**src/hw/riscv_defines.sv**
```systemverilog
/*
 * Shared definitions for the RV32I fetch front end
 * Widths, opcode, queue sizing and the fetch entry layout
 */
`default_nettype none

package riscv_defines;

	////////////////////////////////////////////////////////////////////////////
	// Datapath widths
	////////////////////////////////////////////////////////////////////////////

	localparam int WORD_WIDTH      = 32;	// Instruction and address width
	localparam int IMEM_DEPTH_LOG2 = 8;	// 256 words of instruction memory

	////////////////////////////////////////////////////////////////////////////
	// Fetch queue sizing
	////////////////////////////////////////////////////////////////////////////

	localparam int QUEUE_DEPTH = 4;

	// Two free slots left when stall rises
	// One for the word in flight, one for the replayed word
	localparam int QUEUE_STALL_LEVEL = QUEUE_DEPTH - 2;

	// Opcode field, bits [6:0]
	localparam logic [6:0] OPCODE_JAL = 7'b110_1111;

	// One queue slot, instruction in the upper word
	typedef struct packed {
		logic [WORD_WIDTH-1:0] instruction;
		logic [WORD_WIDTH-1:0] pc;
	} fetch_entry_t;

endpackage

`default_nettype wire

```
**src/hw/jump_resolver.sv**
```systemverilog
/*
 * Jump resolver
 * Drains the fetch queue, redirects fetch on JAL and retires instructions in order
 */
`default_nettype none

module jump_resolver (
	input  wire                                  clk,
	input  wire                                  rst_n,

	// Queue side
	input  wire  riscv_defines::fetch_entry_t    entry_i,	// Queue head
	input  wire                                  empty_i,
	input  wire                                  retire_stall_i,	// Back-pressure from outside
	output logic                                 pop_o,

	// Redirect to fetch, also flushes the queue
	output logic                                 redirect_o,
	output logic [riscv_defines::WORD_WIDTH-1:0] target_o,

	// Retire stream
	output logic                                 retire_valid_o,
	output logic [riscv_defines::WORD_WIDTH-1:0] retire_instr_o,
	output logic [riscv_defines::WORD_WIDTH-1:0] retire_pc_o
);
	import riscv_defines::*;

	logic [WORD_WIDTH-1:0] instr;
	logic                  is_jal;
	logic [WORD_WIDTH-1:0] jal_imm;

	assign instr = entry_i.instruction;

	// Take the head whenever there is one and the consumer is ready
	assign pop_o = !empty_i && !retire_stall_i;

	////////////////////////////////////////////////////////////////////////////
	// JAL decode
	////////////////////////////////////////////////////////////////////////////

	assign is_jal = (instr[6:0] == OPCODE_JAL);

	// J-type immediate, imm[20|10:1|11|19:12], bit 0 always zero
	assign jal_imm = {
		{12{instr[31]}},	// Sign, also imm[20]
		instr[19:12],
		instr[20],
		instr[30:21],
		1'b0
	};

	assign target_o   = entry_i.pc + jal_imm;
	assign redirect_o = pop_o && is_jal;	// Flushed queue keeps this to one cycle

	////////////////////////////////////////////////////////////////////////////
	// Retire
	////////////////////////////////////////////////////////////////////////////

	always_ff @(posedge clk) begin
		if (!rst_n)
			retire_valid_o <= 1'b0;
		else
			retire_valid_o <= pop_o;	// JAL retires too
	end

	always_ff @(posedge clk) begin
		if (pop_o) begin
			retire_instr_o <= instr;
			retire_pc_o    <= entry_i.pc;
		end
	end

endmodule

`default_nettype wire

```
**config.mk**
```make
export PLATFORM = sky130hd
export DESIGN_NAME = jump_resolver
export DESIGN_NICKNAME = d
export VERILOG_FILES = /design/src/hw/riscv_defines.sv /design/src/hw/jump_resolver.sv
export SDC_FILE = /design/constraint.sdc
export NUM_CORES = 1
export LEC_CHECK = 0
export BUFFER_PORTS_ARGS = -buffer_cell sky130_fd_sc_hd__buf_2
export CORE_MARGIN = 2
export CORE_UTILIZATION = 43
export DETAILED_ROUTE_END_ITERATION = 8
export PLACE_DENSITY = 0.8
export SYNTH_ARGS = -nofsm -noshare
export SYNTH_HDL_FRONTEND = slang
export SYNTH_SLANG_ARGS = --single-unit
```
**constraint.sdc**
```tcl
create_clock -name clk -period 3.4 [get_ports clk]
set_input_delay 0.34 -clock clk [delete_from_list [all_inputs] [get_ports clk]]
set_output_delay 0.34 -clock clk [all_outputs]
set_load 0.1 [all_outputs]
```
==> impl_metrics.py <==
metrics = {
    "min_path": {
        "hold_class": "primary input to flip-flop",
        "holdPathStages": 1,
    },
    "cts": {
        "hold_buffers": 0,
        "cts_buffers": 9,
        "clockRootBuffer": "clkbuf_8",
        "htreeDepth": 3,
        "post_cts_buffers": 0,
        "cts_tree": "done",
        "clock_path_buffers": 2,
        "cts.sinks": 65,
        "clkTransAtPathRegs_ns": 0.09,
        "cts_resized": 0,
    },
    "worst_setup_path": {
        "cp.arrival_ns": 2.88,
        "required_ns": 3.06,
        "crit_type": "primary input to output port",
        "crit_top_cell": "buf_2",
        "critPathLaunchType": "primary input",
        "path_cells": "buf_2, ha_1, fa_1, a21o_1, a31o_4, nand4b_2, nand3_1, a2111oi_0, a311oi_2, buf_2",
        "crit_path_end_kind": "output port",
        "crit_fanout": 4,
        "cpPeakStageDelay_ns": 0.64,
        "cp_slowest_cell": "a2111oi_0",
    },
    "logic_synthesis": {
        "netlist_area_um2": 3820,
        "synth_warnings": 0,
        "ys_seq_area_share_pct": 50.9,
        "synth-edff-count": 64,
        "async_flop_share_pct": 0,
        "yosys-top-cells-area": "edfxtp_1 (50%), ha_1 (9.8%), xnor2_1 (4.4%), a21oi_1 (4.2%), nand2_1 (2.8%)",
        "synth_nets": 443,
        "synth_most_common_cell": "edfxtp_1",
        "synth_cell_type_count": 55,
        "synth.top_cell.area_share_pct": 50.4,
        "avgSynthCellArea_um2": 11.1,
        "synth_top_area_cell": "edfxtp_1",
        "yosys_register_bits": 65,
        "synthCells": 344,
        "synth_common_cells": "edfxtp_1 (64), a21oi_1 (32), ha_1 (30)",
        "ys.flop_type": "edfxtp_1",
    },
    "die": {
        "dieHeight_um": 98.2,
        "die_w_um": 98.2,
        "core_um2": 8680,
        "ios": 167,
        "dieArea_um2": 9640,
        "std_cell_rows": 34,
        "start_util_pct": 44.0,
    },
    "global_routing": {
        "track_usage_pct": 21.0,
        "antenna_found_initial": 0,
        "overflow": 0,
        "grt_pass1_wl_um": 16500,
        "grt_max_degree": 32,
        "grt_pass1_vias": 3367,
    },
    "sta": {
        "final_max_slew_viol_count": 0,
        "rsz0062_at_grt": "false",
        "fin_setup_tns_ns": 0,
        "worst_slew_pin_slew_ns": 0.667,
        "fin_crit_sh_pct": 94.8,
        "post-route-min-period_ns": 3.22,
        "hold_viol_final": 0,
        "worst_slack_ns": 0.177,
        "slew_headroom_pct": 54.4,
        "max_freq_mhz": 310,
        "setup_violations": 0,
    },
    "routing": {
        "final_antenna_net_count": 0,
        "drt-met1-wl_um": 4490,
        "routed_wl_um": 10200,
        "drc": 0,
        "via_per_inst": 5.44,
        "wl_met2_um": 4860,
        "dr_wl_met3_um": 625,
        "vias": 3403,
        "drtIter0Drc": 191,
        "maxUsedRoutingLayer": "met4",
        "wl_per_cell_um": 16.3,
        "drtPass1Iterations": 4,
    },
    "cells_and_area": {
        "finish.net_count": 611,
        "fillers": 781,
        "n_antenna_cell": 0,
        "seqCellArea_um2": 1940,
        "final_area_um2": 5120,
        "multiInputGateArea_um2": 1890,
        "drive_above_1_share_pct": 39.7,
        "syn2layout_area_growth_pct": 34.1,
    },
    "placement": {
        "gp_congestion": 0.859,
        "dp_hpwl_um": 8100,
        "dpl_worst_slack_ns": 0.203,
        "port_buffers": 166,
        "post_dp_cell_area_um2": 4910,
    },
    "job": {
        "drv_cap": 0,
    },
    "run_status": {
        "status": "complete, no violations",
    },
    "power": {
        "ir_drop_mv": 0.316,
        "pwr_density_cell_nw_per_um2": 640,
        "p_leak_nw": 2.21,
    },
}
cell usage in the layout (no fill, tap or decap), types with 2 or more instances in the layout:
master	n
buf_4	3
a21oi_1	32
nand4_1	5
nand2_1	28
clkinvlp_4	2
o21a_1	2
xnor2_1	11
buf_12	5
and4_1	2
nor3_1	8
nand3_1	18
a211oi_1	7
buf_2	161
xnor2_2	8
a2111oi_0	2
edfxtp_1	64
or4_1	2
inv_1	5
o21ai_1	3
inv_6	3
o21ai_0	14
nor2_1	27
a21oi_2	2
o21bai_1	4
o211ai_1	2
o2111ai_1	2
xor2_1	5
ha_1	30
a21o_1	8
and3_1	2
nor4_2	2
a31oi_1	5
o41ai_1	2
clkbuf_8	9
nor2b_1	5
power breakdown:
part           switching (mW)  leakage [nW]  internal (mW)
combinational            1.31          1.50          0.321
sequential             0.0111         0.609          0.938
clock                   0.347        0.0988          0.351
layout make-up:
class                      instances  share of cell area (%)
clock buffer                       9                    2.42
clock inverter                     7                    1.61
inverter                           5                   0.367
multi-input combinational        262                    36.9
sequential                        65                    38.0
tap                              108                    2.64
timing repair buffer             169                    18.1
cell families (layout without fill, tap and decap cells):
family	Yosys count	count (layout)	synth area share (%)
adders and majority gates	31	31	10.4
AOI/OAI and AO/OA	101	101	17.6
xor gates and xnor gates	24	24	5.51
and+or+nand+nor	106	106	13.5
buffers and inverters	17	190	2.13
DFF	65	65	50.9
layer usage:
metal	vias up	GRT usage, %
met3	22	5.37
met5	-	0
met1	1593	27.8
met4	0	6.95
li1	1667	-
met2	121	33.9
sequential cells by signal (all words and copies together), names as in the netlist:
| signal | flops |
|---|---|
| retire_instr_o | 32 |
| retire_pc_o | 32 |
| retire_valid_o | 1 |
through the flow:
| stage | power, mW | hold slack, ns | cells | util (%) |
|---|---|---|---|---|
| floorplan | 2.29 | 0.439 | 344 | - |
| global placement | 2.58 | 0.517 | 609 | 56.6 |
| detailed placement | 2.59 | 0.519 | 609 | 56.6 |
| CTS | 3.29 | 0.152 | 625 | 59.0 |
| global route | 3.39 | 0.142 | 625 | 59.0 |
| finish | 3.28 | 0.164 | 625 | 59.0 |
final timing paths:
check        start                end  slack [ns]
max     entry_i[1]       target_o[19]        0.18
min    entry_i[39]  retire_instr_o[7]        0.16
critical path, delay by kind of cell:
family | cells | cell delay [ns]
AOI/OAI and AO/OA | 4 | 1.26
adders and majority gates | 2 | 0.63
buffers and inverters | 2 | 0.43
and+or+nand+nor | 2 | 0.23
No activity file was read; power rests on OpenSTA's default activity.
