`src/hw/riscv_defines.sv`:
```
/*
 * Shared definitions for the RV32I fetch front end
 * Widths, opcode, queue sizing and the fetch entry layout
 */
`default_nettype none

package riscv_defines;

	////////////////////////////////////////////////////////////////////////////
	// Datapath widths
	////////////////////////////////////////////////////////////////////////////

	localparam int WORD_WIDTH      = 32;	// Instruction and address width
	localparam int IMEM_DEPTH_LOG2 = 8;	// 256 words of instruction memory

	////////////////////////////////////////////////////////////////////////////
	// Fetch queue sizing
	////////////////////////////////////////////////////////////////////////////

	localparam int QUEUE_DEPTH = 4;

	// Two free slots left when stall rises
	// One for the word in flight, one for the replayed word
	localparam int QUEUE_STALL_LEVEL = QUEUE_DEPTH - 2;

	// Opcode field, bits [6:0]
	localparam logic [6:0] OPCODE_JAL = 7'b110_1111;

	// One queue slot, instruction in the upper word
	typedef struct packed {
		logic [WORD_WIDTH-1:0] instruction;
		logic [WORD_WIDTH-1:0] pc;
	} fetch_entry_t;

endpackage

`default_nettype wire

```
`src/hw/if_stage.sv`:
```
/*
 * Instruction fetch stage
 * PC and fetch FSM on the req/gnt/rvalid bus, with stall replay, redirect and squash
 */
`default_nettype none

module if_stage (
	input  wire                                  clk,
	input  wire                                  rst_n,

	// Instruction memory bus
	output logic                                 instr_req_o,
	output logic [riscv_defines::WORD_WIDTH-1:0] instr_addr_o,
	input  wire  [riscv_defines::WORD_WIDTH-1:0] instr_rdata_i,
	input  wire                                  instr_rvalid_i,	// Data for last granted addr
	input  wire                                  instr_gnt_i,

	// Core control
	input  wire                                  fetch_en_i,
	input  wire  [riscv_defines::WORD_WIDTH-1:0] pc_start_address_i,

	// Datapath
	input  wire  [riscv_defines::WORD_WIDTH-1:0] pc_branch_addr_i,	// Jump target
	output logic [riscv_defines::WORD_WIDTH-1:0] instruction_o,
	output logic [riscv_defines::WORD_WIDTH-1:0] program_count_o,

	// Control path
	input  wire                                  fetch_stall_i,	// Queue near full
	input  wire                                  branch_pc_ctrl_i,	// Redirect strobe
	output logic                                 no_op_flag_o	// Low means push this cycle
);
	import riscv_defines::*;

	typedef enum logic [2:0] {
		RESET,
		IDLE,
		PRE_FETCH,
		FETCH,
		STALL,
		POST_STALL
	} fetch_state_t;

	fetch_state_t          fetch_state;
	fetch_state_t          next_fetch_state;
	logic [WORD_WIDTH-1:0] pc;	// Address on the bus
	logic [WORD_WIDTH-1:0] prev_pc;	// Address of the word arriving now
	logic [WORD_WIDTH-1:0] next_pc;
	logic [WORD_WIDTH-1:0] pc_plus_four;
	logic [WORD_WIDTH-1:0] stalled_instruction;
	logic                  held_valid;	// stalled_instruction still owed to the queue
	logic                  squash;	// Word in flight is from before a redirect
	logic                  arrival;
	logic                  capture;
	logic                  rewind;
	logic                  push_fetch;
	logic                  push_held;

	assign pc_plus_four = pc + 32'd4;

	////////////////////////////////////////////////////////////////////////////
	// Fetch FSM
	////////////////////////////////////////////////////////////////////////////

	always_comb begin
		case (fetch_state)
			RESET, IDLE:
				next_fetch_state = fetch_en_i ? PRE_FETCH : IDLE;
			PRE_FETCH:
				next_fetch_state = fetch_en_i ? FETCH : IDLE;
			FETCH, POST_STALL: begin
				if (!fetch_en_i)
					next_fetch_state = IDLE;
				else if (branch_pc_ctrl_i)
					next_fetch_state = FETCH;	// Queue flushes, so no stall after a jump
				else if (fetch_stall_i)
					next_fetch_state = STALL;
				else
					next_fetch_state = FETCH;
			end
			STALL: begin
				if (!fetch_en_i)
					next_fetch_state = IDLE;
				else if (branch_pc_ctrl_i)
					next_fetch_state = FETCH;
				else if (fetch_stall_i)
					next_fetch_state = STALL;
				else
					next_fetch_state = POST_STALL;	// Replay the held word
			end
			default:
				next_fetch_state = RESET;
		endcase
	end

	// Only FETCH consumes read data, and not in the cycle after a redirect
	assign arrival = (fetch_state == FETCH) && instr_rvalid_i && !squash;
	assign push_fetch = arrival && !fetch_stall_i;
	assign capture = arrival && fetch_stall_i && (next_fetch_state == STALL);
	assign push_held = held_valid && (fetch_state == POST_STALL);

	// Word not pushed and fetch shutting down, so fetch it again later
	assign rewind = (next_fetch_state == IDLE) &&
		((arrival && fetch_stall_i) || ((fetch_state == STALL) && held_valid));

	always_ff @(posedge clk) begin
		if (!rst_n) begin
			fetch_state <= RESET;
			squash      <= 1'b0;
			held_valid  <= 1'b0;
		end else begin
			fetch_state <= next_fetch_state;
			squash      <= branch_pc_ctrl_i;
			held_valid  <= capture || (held_valid && (fetch_state == STALL) &&
				(next_fetch_state inside {STALL, POST_STALL}));
		end
	end

	////////////////////////////////////////////////////////////////////////////
	// Program counter
	////////////////////////////////////////////////////////////////////////////

	always_comb begin
		if (branch_pc_ctrl_i)
			next_pc = pc_branch_addr_i;	// Jump target beats everything
		else if (rewind)
			next_pc = prev_pc;
		else if ((next_fetch_state == FETCH) && instr_gnt_i)
			next_pc = pc_plus_four;
		else
			next_pc = pc;	// Hold, the request is repeated later
	end

	always_ff @(posedge clk) begin
		if (!rst_n) begin
			pc      <= pc_start_address_i;
			prev_pc <= pc_start_address_i;
		end else begin
			pc <= next_pc;
			// prev_pc keeps the held word's address through the stall
			if ((fetch_state != STALL) && (next_fetch_state != STALL))
				prev_pc <= pc;
		end
	end

	always_ff @(posedge clk) begin
		if (capture)
			stalled_instruction <= instr_rdata_i;
	end

	// Outputs
	assign instr_req_o     = fetch_state inside {PRE_FETCH, FETCH, POST_STALL};
	assign instr_addr_o    = pc;
	assign instruction_o   = (fetch_state == FETCH) ? instr_rdata_i : stalled_instruction;
	assign program_count_o = prev_pc;
	assign no_op_flag_o    = !(push_fetch || push_held);

endmodule

`default_nettype wire

```
`config.mk`:
```
export PLATFORM = sky130hd
export DESIGN_NAME = if_stage
export DESIGN_NICKNAME = d
export VERILOG_FILES = /design/src/hw/riscv_defines.sv /design/src/hw/if_stage.sv
export SDC_FILE = /design/constraint.sdc
export NUM_CORES = 1
export LEC_CHECK = 0
export BUFFER_PORTS_ARGS = -buffer_cell sky130_fd_sc_hd__buf_2
export CORE_ASPECT_RATIO = 1.25
export CORE_MARGIN = 5
export CORE_UTILIZATION = 40
export CTS_CLUSTER_DIAMETER = 50
export DETAILED_ROUTE_END_ITERATION = 10
export GPL_ROUTABILITY_DRIVEN = 0
export GPL_TIMING_DRIVEN = 1
export MAX_ROUTING_LAYER = met4
export PLACE_DENSITY = 0.67
export SYNTH_ARGS = -nofsm -noshare
export SYNTH_HDL_FRONTEND = slang
export SYNTH_SLANG_ARGS = --single-unit
```
`constraint.sdc`:
```
create_clock -name clk -period 3.7 [get_ports clk]
set_input_delay 0.74 -clock clk [delete_from_list [all_inputs] [get_ports clk]]
set_output_delay 0.74 -clock clk [all_outputs]
set_load 0.02 [all_outputs]
```
==> metrics <==
Synth Instances between 400 and 500; CP max-delay cell dfxtp_1; Vias/cell approximately 5.3; Max Clock Skew 5.13 ps; largest fanout on the critical path 34; Crit path required time around 3000 ps; FP Rows 47; finished layout cell area between 6000 and 7000 um^2; # port buffers 200; clock sinks approximately 100; Critical path buffers and inverters 2; final period utilization around 76%; largest cells by area after synthesis edfxtp_1 (53%), mux2_2 (7.0%), xor2_1 (3.5%); DRT Wirelength approximately 15 mm; CTS buffer count 9; initial antenna violation count 0; Peak VDD IR 235 uV; syn_nets 574; R2R Path Start fetch_state[1]$_SDFF_PN0_; Antenna Diode Count 0; synthesized area per cell around 12 um^2; Synth Cell Area roughly 5400 um^2; hold buffers post-CTS 0; Hold WC Path Type input pin to flip-flop; area grow syn2layout 26.6%; Worst Hold Endpoint stalled_instruction[6]$_DFFE_PP_; DIE AREA between 15000 and 20000 um^2; dpl hpwl ~12 mm; latest clock arrival within the worst-skew pair 340 ps; P_leak ~0.0029 uW; outcome completed; Slew @ Worst Pin between 800 and 900 ps; Cell Pwr Density 418 nW/um^2; setup violators final 0; RSZ-0062 raised after global routing false; Setup crit end kind primary output; crit path launch type flip-flop; Critical Path AT 2070 ps; Yosys top cell area share 53.0%; hold_sp instr_rdata_i[6]; iteration count of the initial detailed-routing pass 4; first-pass GRT wire length 23.2 mm; Global Route Usage Sum about a fifth; DP Area between 6000 and 7000 um^2; pins over their slew limit 0; FF-to-FF End instr_addr_o[21]$_DFFE_PP_; minimum clock period between 2000 and 3000 ps; grt ovf 0; DRC viols 0; fmax between 0.3 and 0.4 GHz; number of flops mapped to enable cells by yosys 96; core area ~13000 um^2; post-route ant nets 0; Synth top cells by count edfxtp_1 (96), nand2_1 (38), mux2_2 (34); Post-CTS Repair Setup Buffers 0; worst-case reg-to-reg path depth 6; CTS resizes 0; crit-path cells nor2b_4 > nand2_1 > buf_4 > mux2_2 > buf_2; setup ws final ~890 ps; Distinct cells, synth between 50 and 60; Max-Cap Viols 0; # H-tree levels 3; CP delay by family, top flip-flops; vias in the first global route about 4500; Die H 140 um; register area share after synthesis between 50% and 60%; max incr delay on CP 570 ps; routed len/inst roughly 18 um; Top FF cell, synth edfxtp_1; chip width ~110 um; Relative slew margins between 40% and 50%; IO Pins ~200; Crit Path Class flip-flop to primary output; TritonCTS clock tree done; FF+latch count, synth 101; R2R Setup Slk 1170 ps; share of cells above drive strength 1 around two fifths; via count ~4500; Reg clk slew, reported paths approximately 70 ps; Hold Path Depth 1; Clock Path Buffers 2; top cell type by total area after synthesis edfxtp_1; clk root buf clkbuf_16; count leader, synth edfxtp_1; final hold vios 0; post-place setup slack 853 ps; TNS Setup 0 ps; Nets ~770; largest net degree at the start of global routing 43; asr flop ratio synth 0%; initial DRC count between 150 and 200; initial core utilization 41.0%; Yosys warnings 0
[how the worst max path moves through the flow]
| stage | to | from | depth (start not counted) |
|---|---|---|---|
| after CTS | instruction_o[23] | fetch_state[2]$_SDFF_PN0_ | 5 |
| final | instruction_o[23] | fetch_state[2]$_SDFF_PN0_ | 5 |
| after global routing | instruction_o[23] | fetch_state[2]$_SDFF_PN0_ | 5 |
| after global placement | instr_addr_o[23]$_DFFE_PP_ | instr_rvalid_i | 7 |
| after detailed placement | instr_addr_o[19]$_DFFE_PP_ | instr_rvalid_i | 7 |
| after floorplan | stalled_instruction[0]$_DFFE_PP_ | branch_pc_ctrl_i | 4 |
[metrics by stage]
stage | util (%) | instances | power [uW] | hold slack, ps
3_5_place_dp | 49.6 | 823 | 1980 | 592
3_3_place_gp | 49.6 | 823 | 1960 | 586
2_1_floorplan | - | 470 | 1750 | 645
5_1_grt | 51.8 | 839 | 3010 | 575
6_report | 51.8 | 839 | 2880 | 589
4_1_cts | 51.8 | 839 | 2900 | 579
[cells in the final DEF (no fill, tap or decap), drive strengths merged, types with 3 or more instances in the layout]
cell type | synthesis | routed
nand3 | 27 | 27
edfxtp | 96 | 96
mux2 | 34 | 34
o211ai | 12 | 12
buf | 12 | 210
inv | 11 | 11
nor3 | 5 | 5
dfxtp | 5 | 5
nor2 | 18 | 18
o21ai | 34 | 34
nand2b | 3 | 3
a21oi | 26 | 26
clkbuf | 16 | 10
mux2i | 5 | 5
nor2b | 29 | 29
nand4 | 10 | 10
xnor2 | 6 | 6
nor4 | 6 | 6
xor2 | 22 | 22
clkinv | 0 | 3
and2 | 4 | 4
a21o | 24 | 24
nand2 | 38 | 38
a31oi | 8 | 8
[cell type report]
type,count,area [um^2]
Inverter,11,41.3
Multi-Input combinational cell,330,2280
Clock buffer,10,229
Clock inverter,6,63.8
Sequential cell,101,2980
Timing Repair Buffer,210,1080
Tap cell,171,214
Fill cell,1223,6400
[flip-flops by register name, indices dropped and copies added, names as in the netlist]
signal and count:
held_valid 1, stalled_instruction 32, squash 1, fetch_state 3
program_count_o 32, instr_addr_o 32
[cell families after synthesis]
group | count (synthesis) | synth area share, %
xor gates and xnor gates | 28 | 4.51
DFF | 101 | 54.8
buffers and inverters | 39 | 3.38
and+or+nand+nor | 147 | 15.2
muxes | 39 | 7.95
AOI/OAI and AO/OA | 115 | 13.9
adders and majority gates | 1 | 0.230
[per-layer routing]
layer,track usage [%],wire (um),vias to the layer above
met5,-,0,-
met4,5.50,261,0
met3,3.11,1020,17
met2,31.1,7510,179
met1,23.2,6190,2121
li1,-,-,2138
[worst reg2reg max path, delay by kind of cell, from the launching register on]
kind | cells | cell delay, ps
DFF | 1 | 540
and+or+nand+nor | 3 | 590
AOI/OAI and AO/OA | 2 | 680
buffers and inverters | 1 | 380
[power by group]
group	internal, uW	switching [uW]	total (uW)
clock network	524	413	936
registers	1350	96.2	1450
logic	196	300	496
Power figures use the tool's default switching activity.
