File: src/hw/riscv_defines.sv
/*
 * Shared definitions for the RV32I fetch front end
 * Widths, opcode, queue sizing and the fetch entry layout
 */
`default_nettype none

package riscv_defines;

	////////////////////////////////////////////////////////////////////////////
	// Datapath widths
	////////////////////////////////////////////////////////////////////////////

	localparam int WORD_WIDTH      = 32;	// Instruction and address width
	localparam int IMEM_DEPTH_LOG2 = 8;	// 256 words of instruction memory

	////////////////////////////////////////////////////////////////////////////
	// Fetch queue sizing
	////////////////////////////////////////////////////////////////////////////

	localparam int QUEUE_DEPTH = 4;

	// Two free slots left when stall rises
	// One for the word in flight, one for the replayed word
	localparam int QUEUE_STALL_LEVEL = QUEUE_DEPTH - 2;

	// Opcode field, bits [6:0]
	localparam logic [6:0] OPCODE_JAL = 7'b110_1111;

	// One queue slot, instruction in the upper word
	typedef struct packed {
		logic [WORD_WIDTH-1:0] instruction;
		logic [WORD_WIDTH-1:0] pc;
	} fetch_entry_t;

endpackage

`default_nettype wire

File: src/hw/fetch_queue.sv
/*
 * Fetch queue
 * Circular FIFO with flush and an early stall level for the fetch stage
 */
`default_nettype none

module fetch_queue #(
	parameter type entry_t = riscv_defines::fetch_entry_t
) (
	input  wire         clk,
	input  wire         rst_n,
	input  wire         push_i,
	input  wire entry_t push_data_i,
	input  wire         pop_i,
	input  wire         flush_i,	// Drop everything, wins over push
	output entry_t      pop_data_o,	// Head entry, valid while not empty
	output logic        empty_o,
	output logic        stall_o
);
	import riscv_defines::*;

	typedef logic [$clog2(QUEUE_DEPTH)-1:0]   ptr_t;
	typedef logic [$clog2(QUEUE_DEPTH+1)-1:0] count_t;

	entry_t entries [QUEUE_DEPTH];
	ptr_t   rd_ptr;
	ptr_t   wr_ptr;
	count_t count;
	logic   do_push;
	logic   do_pop;

	// Wraps for any depth, not only powers of two
	function automatic ptr_t ptr_inc(input ptr_t ptr);
		return (ptr == ptr_t'(QUEUE_DEPTH - 1)) ? '0 : ptr + 1'b1;
	endfunction

	assign do_push = push_i && (count != count_t'(QUEUE_DEPTH));	// Never overwrite
	assign do_pop  = pop_i && !empty_o;

	always_ff @(posedge clk) begin
		if (!rst_n || flush_i) begin
			rd_ptr <= '0;
			wr_ptr <= '0;
			count  <= '0;
		end else begin
			if (do_push)
				wr_ptr <= ptr_inc(wr_ptr);
			if (do_pop)
				rd_ptr <= ptr_inc(rd_ptr);
			case ({do_push, do_pop})
				2'b10:   count <= count + 1'b1;
				2'b01:   count <= count - 1'b1;
				default: count <= count;	// Push and pop together keep the fill
			endcase
		end
	end

	// Storage
	always_ff @(posedge clk) begin
		if (do_push && !flush_i)
			entries[wr_ptr] <= push_data_i;
	end

	assign pop_data_o = entries[rd_ptr];
	assign empty_o    = (count == '0);
	assign stall_o    = (count >= count_t'(QUEUE_STALL_LEVEL));

endmodule

`default_nettype wire

File: config.mk
export PLATFORM = sky130hd
export DESIGN_NAME = fetch_queue
export DESIGN_NICKNAME = d
export VERILOG_FILES = /design/src/hw/riscv_defines.sv /design/src/hw/fetch_queue.sv
export SDC_FILE = /design/constraint.sdc
export NUM_CORES = 1
export LEC_CHECK = 0
export ABC_CLOCK_PERIOD_IN_PS = 8200
export BUFFER_PORTS_ARGS = -buffer_cell sky130_fd_sc_hd__buf_2
export CAP_MARGIN = 25
export CORE_ASPECT_RATIO = 1.1
export CORE_UTILIZATION = 57
export CTS_BUF_LIST = sky130_fd_sc_hd__clkbuf_8
export DETAILED_ROUTE_END_ITERATION = 6
export GPL_TIMING_DRIVEN = 0
export PLACE_DENSITY_LB_ADDON = 0.1
export SLEW_MARGIN = 10
export SYNTH_ARGS = -nofsm -noshare
export SYNTH_HDL_FRONTEND = slang
export SYNTH_SLANG_ARGS = --single-unit
File: constraint.sdc
create_clock -name clk -period 8.2 [get_ports clk]
set_input_delay 0.82 -clock clk [delete_from_list [all_inputs] [get_ports clk]]
set_output_delay 0.82 -clock clk [all_outputs]
set_load 0.02 [all_outputs]
==> run summary, run 1 <==
status - finished, final reports clean
postcts setup bufs - 0
antenna violations before repair - 2
crit path cell chain - clkbuf_2 > buf_2 > mux4_2 > buf_2
DR iter-0 viols - 220
mapped cell area - 9810 um2
nets@finish - 673
die height - 140 um
syn_nets - 464
most frequent cells in the layout - 256 x edfxtp_1, 140 x buf_2, 60 x mux4_2
slowest CP cell - mux4_2
Crit Path Category - reg -> out
final WL - 17000 um
RePlAce Congestion - 0.671
Total Routing Usage GR - 20.2%
fraction of layout cells with a size suffix above 1 - 47.2%
clk slew on worst S/H paths - 60 ps
worst relative slew slack - 40.2%
CP peak stage delay - 360 ps
Layout Skew - 15.5 ps
most common cell after layout, fill and taps aside - edfxtp_1
wire per inst - 19.8 um
final core occ - 71.1%
Cell Rows - 49
Die Area - 17700 um2
via count - 4637
unrepaired setup endpoints after global routing - false
final period utilization - 33.8%
Via density - 5.42
Ports - 135
synthesized netlist cell count - 388
Port Buffer Count - 134
Seq/Total Area, Yosys - 80.2%
Max VDD drop - 0.000184 V
fin. max-slew vios - 0
most numerous cell on the critical path - buf_2
H-tree levels - 2
CP arrival - 1950 ps
Non-Filler Instances - 856
largest net degree at the start of global routing - 12
clock latency on the worst-skew pair - 530 ps
Syn Area/Cell - 25.3 um2
worst slew pin tran - 894 ps
core area - 16600 um2
Residual DRC - 0
hold violation total from the final report - 0
post-CTS sizing - 0
Critical Path RT - 7380 ps
Ys Warns - 0
max cap viols - 0
count of different cell masters after synthesis - 25
r2r setup slk - 5860 ps
initial core utilization - 59.1%
buffer depth of the longest clock path - 3
total gr overflow - 0
Power Dens Cells - 221 nW/um2
Die X-Extent - 127 um
worst hold path type - in -> reg
Finish-stage setup viols - 0
Worst setup SP type - flip-flop
CTS tree - built
vias in the first global route - 5007
Highest Clock Rate - 361 MHz
post-layout min period - 2770 ps
CTS Root Cell - clkbuf_8
total CTS buffers - 41
CP Capture Type - output port
Routed Antenna Nets - 0
leakage power - 0.00409 uW
CTS Hold Bufs - 0
HPWL after DPL - 11300 um
DRT Pass-1 Iters - 5
first-pass GRT wire length - 26500 um
placed cells - 783
Area Overhead vs Synth - 20.4%
worst-path fanout max - 10
Seq cells post-synth - 265
CTS Sinks - 265
Filler Cells Inserted - 1061
==> synthesized netlist by cell type (all sizes together) <==
cell type / instances / area share (%)
ha: 6 / 0.76
mux4: 64 / 15
nor2: 3 / 0.11
xor2: 2 / 0.18
inv: 7 / 0.27
or3: 3 / 0.19
clkbuf: 1 / 0.051
nor3b: 4 / 0.31
nand2: 6 / 0.23
fa: 1 / 0.20
nor2b: 1 / 0.064
dfxtp: 9 / 1.8
o31ai: 2 / 0.34
buf: 13 / 1.6
nand2b: 1 / 0.064
a21oi: 3 / 0.15
nor3: 1 / 0.051
o21ai: 2 / 0.10
edfxtp: 256 / 78
nand3: 1 / 0.051
mux2i: 2 / 0.20
==> kinds of logic after synthesis <==
group | after synthesis | share of synthesized area, %
fa+ha+maj | 7 | 0.969
xor+xnor | 2 | 0.179
flops | 265 | 80.2
mux | 66 | 15.0
buf+inv | 21 | 1.96
simple gates | 20 | 1.07
compound gates | 7 | 0.599
==> final cells by class <==
class	instances	area [um2]	area share [%]
clock buffers	45	619	5.24
flip-flops and latches	265	7870	66.6
multi-input cells	102	1770	15.0
plain buffers	14	166	1.41
repair buffers	166	967	8.19
diodes	2	5.00	0.0424
clock inverters	26	105	0.889
inverters	7	26.3	0.222
well taps	229	287	2.42
==> registers in the layout, indices dropped and copies added, names as in the netlist, named ones only <==
signal   flops
count        3
entries    256
rd_ptr       2
wr_ptr       2
==> layer usage <==
| layer | track usage (%) | wire length, um | part of all wire [%] |
|---|---|---|---|
| met1 | 25.7 | 7020 | 41 |
| met4 | 6.39 | 330 | 1.9 |
| met2 | 33.9 | 8630 | 51 |
| met3 | 5.77 | 980 | 5.8 |
| met5 | 0 | 0 | 0 |
==> worst max-delay path: cells and delay by family, from the launching register on <==
| kind | cells | cell delay, ps |
|---|---|---|
| DFF | 1 | 300 |
| muxes | 1 | 360 |
| buffers and inverters | 3 | 760 |
==> through the flow <==
step | total power [uW] | worst slack, ps | hold WS [ps] | TNS (ps) | instance area [um2]
global route | 2700 | 5330 | 482 | 0 | 11800
floorplan | 1620 | 1980 | 463 | 0 | 9810
CTS | 2640 | 5360 | 479 | 0 | 11800
finish | 2610 | 5430 | 502 | 0 | 11800
detailed placement | 1680 | 5520 | 509 | 0 | 11100
global placement | 1670 | -2140 | 480 | -515680 | 10800
==> worst paths after layout <==
check	from	to	cells past startpoint
hold / removal	push_data_i[49]	entries[0][49]	1
hold reg to reg	wr_ptr[1]	wr_ptr[1]	2
setup / recovery	flip-flop	pop_data_o[22]	4
setup reg to reg	count[2]	count[2]	8
==> power by group <==
part	leakage [uW]	internal, uW	switching, uW	total [uW]
Clock	0.000415	501	462	963
Combinational	0.00127	57.6	77.0	135
Sequential	0.00240	1510	6.16	1520
(Power assumes the default switching activity.)
==> run 2, diff against run 1 <==
Settings changed: ABC_CLOCK_PERIOD_IN_PS 8200 to 2800.
Clock period 8.2 ns to 2.8 ns, I/O delays scaled along.
==> run summary, run 2 (synthesis results as in run 1) <==
crit path from - count[2]
antenna cells - 0 (-2)
area of the multi-input gates - 1800 um2 (+1.4%)
total gr overflow - 0 (unchanged)
Worst setup SP type - flip-flop
Via density - 5.36 (-1.1%)
worst-path fanout max - 7 (-3)
leakage power - 0.00436 uW (+6.7%)
fraction of layout cells with a size suffix above 1 - 41.7% (-5.5 points)
die height - 140 um (unchanged)
placed cells - 771 (-1.5%)
reg-to-reg critical path endpoint - count[2]
max cap viols - 0 (unchanged)
Regs by FF count - entries (256), count (3)
flip-flop and latch area - 7870 um2 (unchanged)
crit path buf inv count - 2 (-1)
post-layout min period - 2560 ps
final WL - 17600 um (+3.8%)
Critical Path RT - 3280 ps (-4100 ps)
buffer depth of the longest clock path - 3 (unchanged)
DRT Pass-1 Iters - 4 (-1)
RePlAce Congestion - 0.720 (+7.2%)
CP arrival - 3030 ps (+1080 ps)
final core occ - 75.5% (+4.3 points)
most numerous cell on the critical path - inv_1
Cell Rows - 49 (unchanged)
wire per inst - 19.4 um (-1.9%)
FF-to-FF Start - count[2]
CTS Sinks - 265 (unchanged)
status - finished, final reports clean
vias in the first global route - 5327 (+6.4%)
Total Routing Usage GR - 21.2% (+1.0 points)
Finished Cell Area - 12500 um2 (+6.1%)
Area Overhead vs Synth - 27.8%
Non-Filler Instances - 906 (+5.8%)
Critical Path Stages - 8 (+4)
hold violation total from the final report - 0 (unchanged)
Power Dens Cells - 618 nW/um2 (+180%)
worst hold path type - in -> reg
DR iter-0 viols - 283 (+29%)
Die X-Extent - 127 um (unchanged)
Layout Skew - 34.9 ps (+19.5 ps)
crit path to - count[2]
largest net degree at the start of global routing - 16 (+4)
Filler Cells Inserted - 970 (-8.6%)
final period utilization - 91.4%
nets@finish - 726 (+7.9%)
Finish-stage setup viols - 0 (unchanged)
H-tree levels - 2 (unchanged)
clk slew on worst S/H paths - 60 ps (about the same)
total CTS buffers - 42 (+2.4%)
fin. max-slew vios - 0 (unchanged)
crit path cell chain - inv_1 > o31ai_4 > ha_1 > inv_1 > fa_1 > xor2_1 > or3_1 > a21oi_1
Crit Path Category - reg -> reg
via count - 4854 (+4.7%)
Port Buffer Count - 134 (unchanged)
Reg2Reg Depth - 8 (unchanged)
Routed Antenna Nets - 0 (unchanged)
Highest Clock Rate - 391 MHz
Biggest register - entries
most common cell after layout, fill and taps aside - edfxtp_1
worst relative slew slack - 55.0% (+15 points)
HPWL after DPL - 11100 um (-1.7%)
placed cell area - 11200 um2 (+0.82%)
CTS Root Cell - clkbuf_8
most frequent cells in the layout - 256 x edfxtp_1, 140 x buf_2, 64 x dlygate4sd3_1
Max VDD drop - 0.000557 V (+200%)
initial core utilization - 59.1% (unchanged)
core area - 16600 um2 (unchanged)
r2r setup slk - 240 ps (-5620 ps)
CP peak stage delay - 570 ps (+210 ps)
slowest CP cell - o31ai_4
unrepaired setup endpoints after global routing - false
CTS tree - built
CP Capture Type - flip-flop
first-pass GRT wire length - 27900 um (+5.6%)
max reg flops - 256 (unchanged)
clock latency on the worst-skew pair - 540 ps (about the same)
antenna violations before repair - 0 (-2)
Ports - 135 (unchanged)
worst slew pin tran - 676 ps (-218 ps)
family with the most delay on the worst path - compound AO/OA/AOI/OAI gates
Die Area - 17700 um2 (unchanged)
Residual DRC - 0 (unchanged)
run 2: worst min-delay path by stage:
stage / from / to / cells after the start
finish: pop_i / flip-flop / 4
detailed placement: rd_ptr[0] / flip-flop / 2
floorplan: push_data_i[0] / entries[0][0] / 0
CTS: rst_n / count[1] / 3
global placement: rd_ptr[0] / rd_ptr[0] / 2
global route: pop_i / flip-flop / 4
run 2: metrics by stage:
| step | total power, uW | setup slack (ps) | TNS, ps | hold WS, ps |
|---|---|---|---|---|
| floorplan | 4730 | -799 | -153460 | 379 |
| global placement | 4890 | -2780 | -609510 | 480 |
| detailed placement | 4930 | 293 | 0 | 495 |
| CTS | 7820 | 253 | 0 | 91.3 |
| global route | 8020 | 126 | 0 | 128 |
| finish | 7750 | 241 | 0 | 129 |
run 2: area by class of cell:
class                           count  share of cell area, %
Sequential cell                   265                   62.8
Multi-Input combinational cell    102                   14.3
Timing Repair Buffer              218                   13.4
Clock buffer                       44                   4.83
Tap cell                          229                   2.29
Buffer                             14                   1.33
Clock inverter                     27                  0.898
Inverter                            7                  0.210
run 2: worst register-to-register path: cells and delay by family (launching register included):
kind	cells	cell delay [ps]
AOI/OAI and AO/OA	2	720
xor gates and xnor gates	1	160
adders and majority gates	2	700
buffers and inverters	2	190
DFF	1	420
and+or+nand+nor	1	310
run 2: power by group:
group / internal (uW) / leakage, uW / switching (uW) / total, uW
Combinational: 233 / 0.00154 / 243 / 477
Sequential: 4420 / 0.00240 / 18.3 / 4440
Clock: 1440 / 0.000425 / 1390 / 2830
run 2: routing by layer:
metal | up-vias | track usage, % | part of all wire, %
met5 | - | 0 | 0
met4 | 0 | 7.14 | 1.9
met3 | 30 | 5.27 | 5.1
met2 | 123 | 35.6 | 52
met1 | 2507 | 27.5 | 41
li1 | 2194 | - | -
run 2: what timing repair did:
action / CTS / global route
buffers inserted: 0 / 0
resized for setup: 0 / 0
endpoints found under the hold margin: 256 / 0
endpoints found under the setup margin: 0 / 0
hold buffers: 64 / 0
==> run 3, diff against run 2 <==
Settings changed: SETUP_SLACK_MARGIN set to 0.5.
==> run summary, run 3 (synthesis results as in run 1) <==
first-pass GRT wire length - 27900 um (-0.25%)
Port Buffer Count - 134 (unchanged)
unrepaired setup endpoints after global routing - true
Reg2Reg Depth - 7 (-1)
Crit Path Category - reg -> out
CP arrival - 1930 ps (-1100 ps)
CTS Root Cell - clkbuf_8
placed cells - 771 (unchanged)
Non-Filler Instances - 909 (+0.33%)
Hold Path Depth - 4 (unchanged)
max cap viols - 0 (unchanged)
status - finished, final reports clean
final period utilization - 79.0% (-12 points)
post-layout min period - 2210 ps (-347 ps)
nets@finish - 726 (unchanged)
fin. max-slew vios - 0 (unchanged)
area of the multi-input gates - 1800 um2 (unchanged)
Max VDD drop - 0.000447 V (-20%)
RePlAce Congestion - 0.667 (-7.4%)
antenna violations before repair - 0 (unchanged)
H-tree levels - 2 (unchanged)
CTS tree - built
Via density - 5.35 (-0.10%)
most frequent cells in the layout - 256 x edfxtp_1, 134 x buf_2, 64 x dlygate4sd3_1
antenna cells - 0 (unchanged)
wire per inst - 19.7 um (+1.5%)
Ports - 135 (unchanged)
max reg flops - 256 (unchanged)
Area Overhead vs Synth - 28.3%
fraction of layout cells with a size suffix above 1 - 42.9% (+1.3 points)
Worst setup SP type - flip-flop
Layout Skew - 19.4 ps (-15.5 ps)
total CTS buffers - 41 (-2.4%)
Biggest register - entries
CP Capture Type - output port
largest net degree at the start of global routing - 16 (unchanged)
initial core utilization - 59.1% (unchanged)
DR iter-0 viols - 290 (+2.5%)
worst slew pin tran - 640 ps (-35.7 ps)
HPWL after DPL - 11400 um (+1.9%)
FF-to-FF Start - count[2]
Die Area - 17700 um2 (unchanged)
most common cell after layout, fill and taps aside - edfxtp_1
Regs by FF count - entries (256), count (3)
flip-flop and latch area - 7870 um2 (about the same)
via count - 4865 (+0.23%)
total gr overflow - 0 (unchanged)
placed cell area - 11100 um2 (-0.31%)
DRT Pass-1 Iters - 5 (+1)
Die X-Extent - 127 um (unchanged)
worst hold path type - in -> reg
die height - 140 um (unchanged)
leakage power - 0.00436 uW (about the same)
Finished Cell Area - 12600 um2 (+0.43%)
clock latency on the worst-skew pair - 540 ps (about the same)
HP Start - pop_i
Filler Cells Inserted - 970 (unchanged)
Highest Clock Rate - 452 MHz (+16%)
Total Routing Usage GR - 21.2% (-0.031 points)
Cell Rows - 49 (unchanged)
Routed Antenna Nets - 0 (unchanged)
clk slew on worst S/H paths - 60 ps (about the same)
Power Dens Cells - 631 nW/um2 (+2.1%)
worst-path fanout max - 10 (+3)
WHS - 142 ps (+12.0 ps)
final WL - 17900 um (+1.9%)
hold violation total from the final report - 0 (unchanged)
core area - 16600 um2 (unchanged)
Residual DRC - 0 (unchanged)
vias in the first global route - 5384 (+1.1%)
buffer depth of the longest clock path - 3 (unchanged)
Final Power - 7950 uW (+2.6%)
Critical Path RT - 2520 ps (-760 ps)
Finish-stage setup viols - 0 (unchanged)
worst relative slew slack - 57.3% (+2.3 points)
CTS Sinks - 265 (unchanged)
## run 3: changes by cell type in the layout (fill, tap and decap cells not counted), moves of 3 or more
cell,change
buf_16,-3
buf_8,+3
buf_2,-6
clkbuf_4,+4
dfxtp_1,-3
buf_4,+3
inv_1,-6
clkinv_2,+3
## run 3: power by group
part           total (uW)  internal, uW  switching [uW]
Combinational         478           233             245
Clock                3030          1640            1400
Sequential           4440          4420            17.9
Total                7950          6290            1660
## run 3: critical path: stages (launching register included)
cell	delay, ps
dfxtp_1	340
buf_8	200
buf_12	170
mux4_2	520
buf_2	180
## run 3: area by class of cell
| type | count | area share [%] |
|---|---|---|
| multi-input cells | 102 | 14.3 |
| flip-flops and latches | 265 | 62.5 |
| well taps | 229 | 2.28 |
| inverters | 7 | 0.209 |
| clock inverters | 29 | 1.39 |
| clock buffers | 44 | 4.81 |
| plain buffers | 14 | 1.47 |
| repair buffers | 219 | 13.0 |
## run 3: worst paths after layout
kind	endpoint	slack [ps]
min	rd_ptr[0]	140
max	pop_data_o[18]	590
min reg2reg	rd_ptr[0]	500
max reg2reg	entries[1][13]	660
## run 3: per-layer routing
| metal | wire [um] | track usage, % |
|---|---|---|
| met2 | 9640 | 37.4 |
| met5 | 0 | 0 |
| met1 | 7050 | 25.4 |
| met3 | 933 | 5.50 |
| met4 | 317 | 7.14 |
## run 3: through the flow
step | util (%) | setup WS, ps | setup TNS [ps]
floorplan | - | 121 | 0
global placement | 65.1 | -1140 | -281670
detailed placement | 67.1 | 381 | 0
CTS | 75.7 | 501 | 0
global route | 75.8 | 494 | 0
finish | 75.8 | 588 | 0
## run 3: what timing repair did
| item | CTS | global route |
|---|---|---|
| hold buffers | 64 | 0 |
| setup endpoints to repair | 1 | 58 |
| buffers inserted | 1 | 0 |
| endpoints found under the hold margin | 256 | 0 |
| pin swaps | 1 | 0 |
| gates cloned | 0 | 0 |
| resized for setup | 0 | 9 |
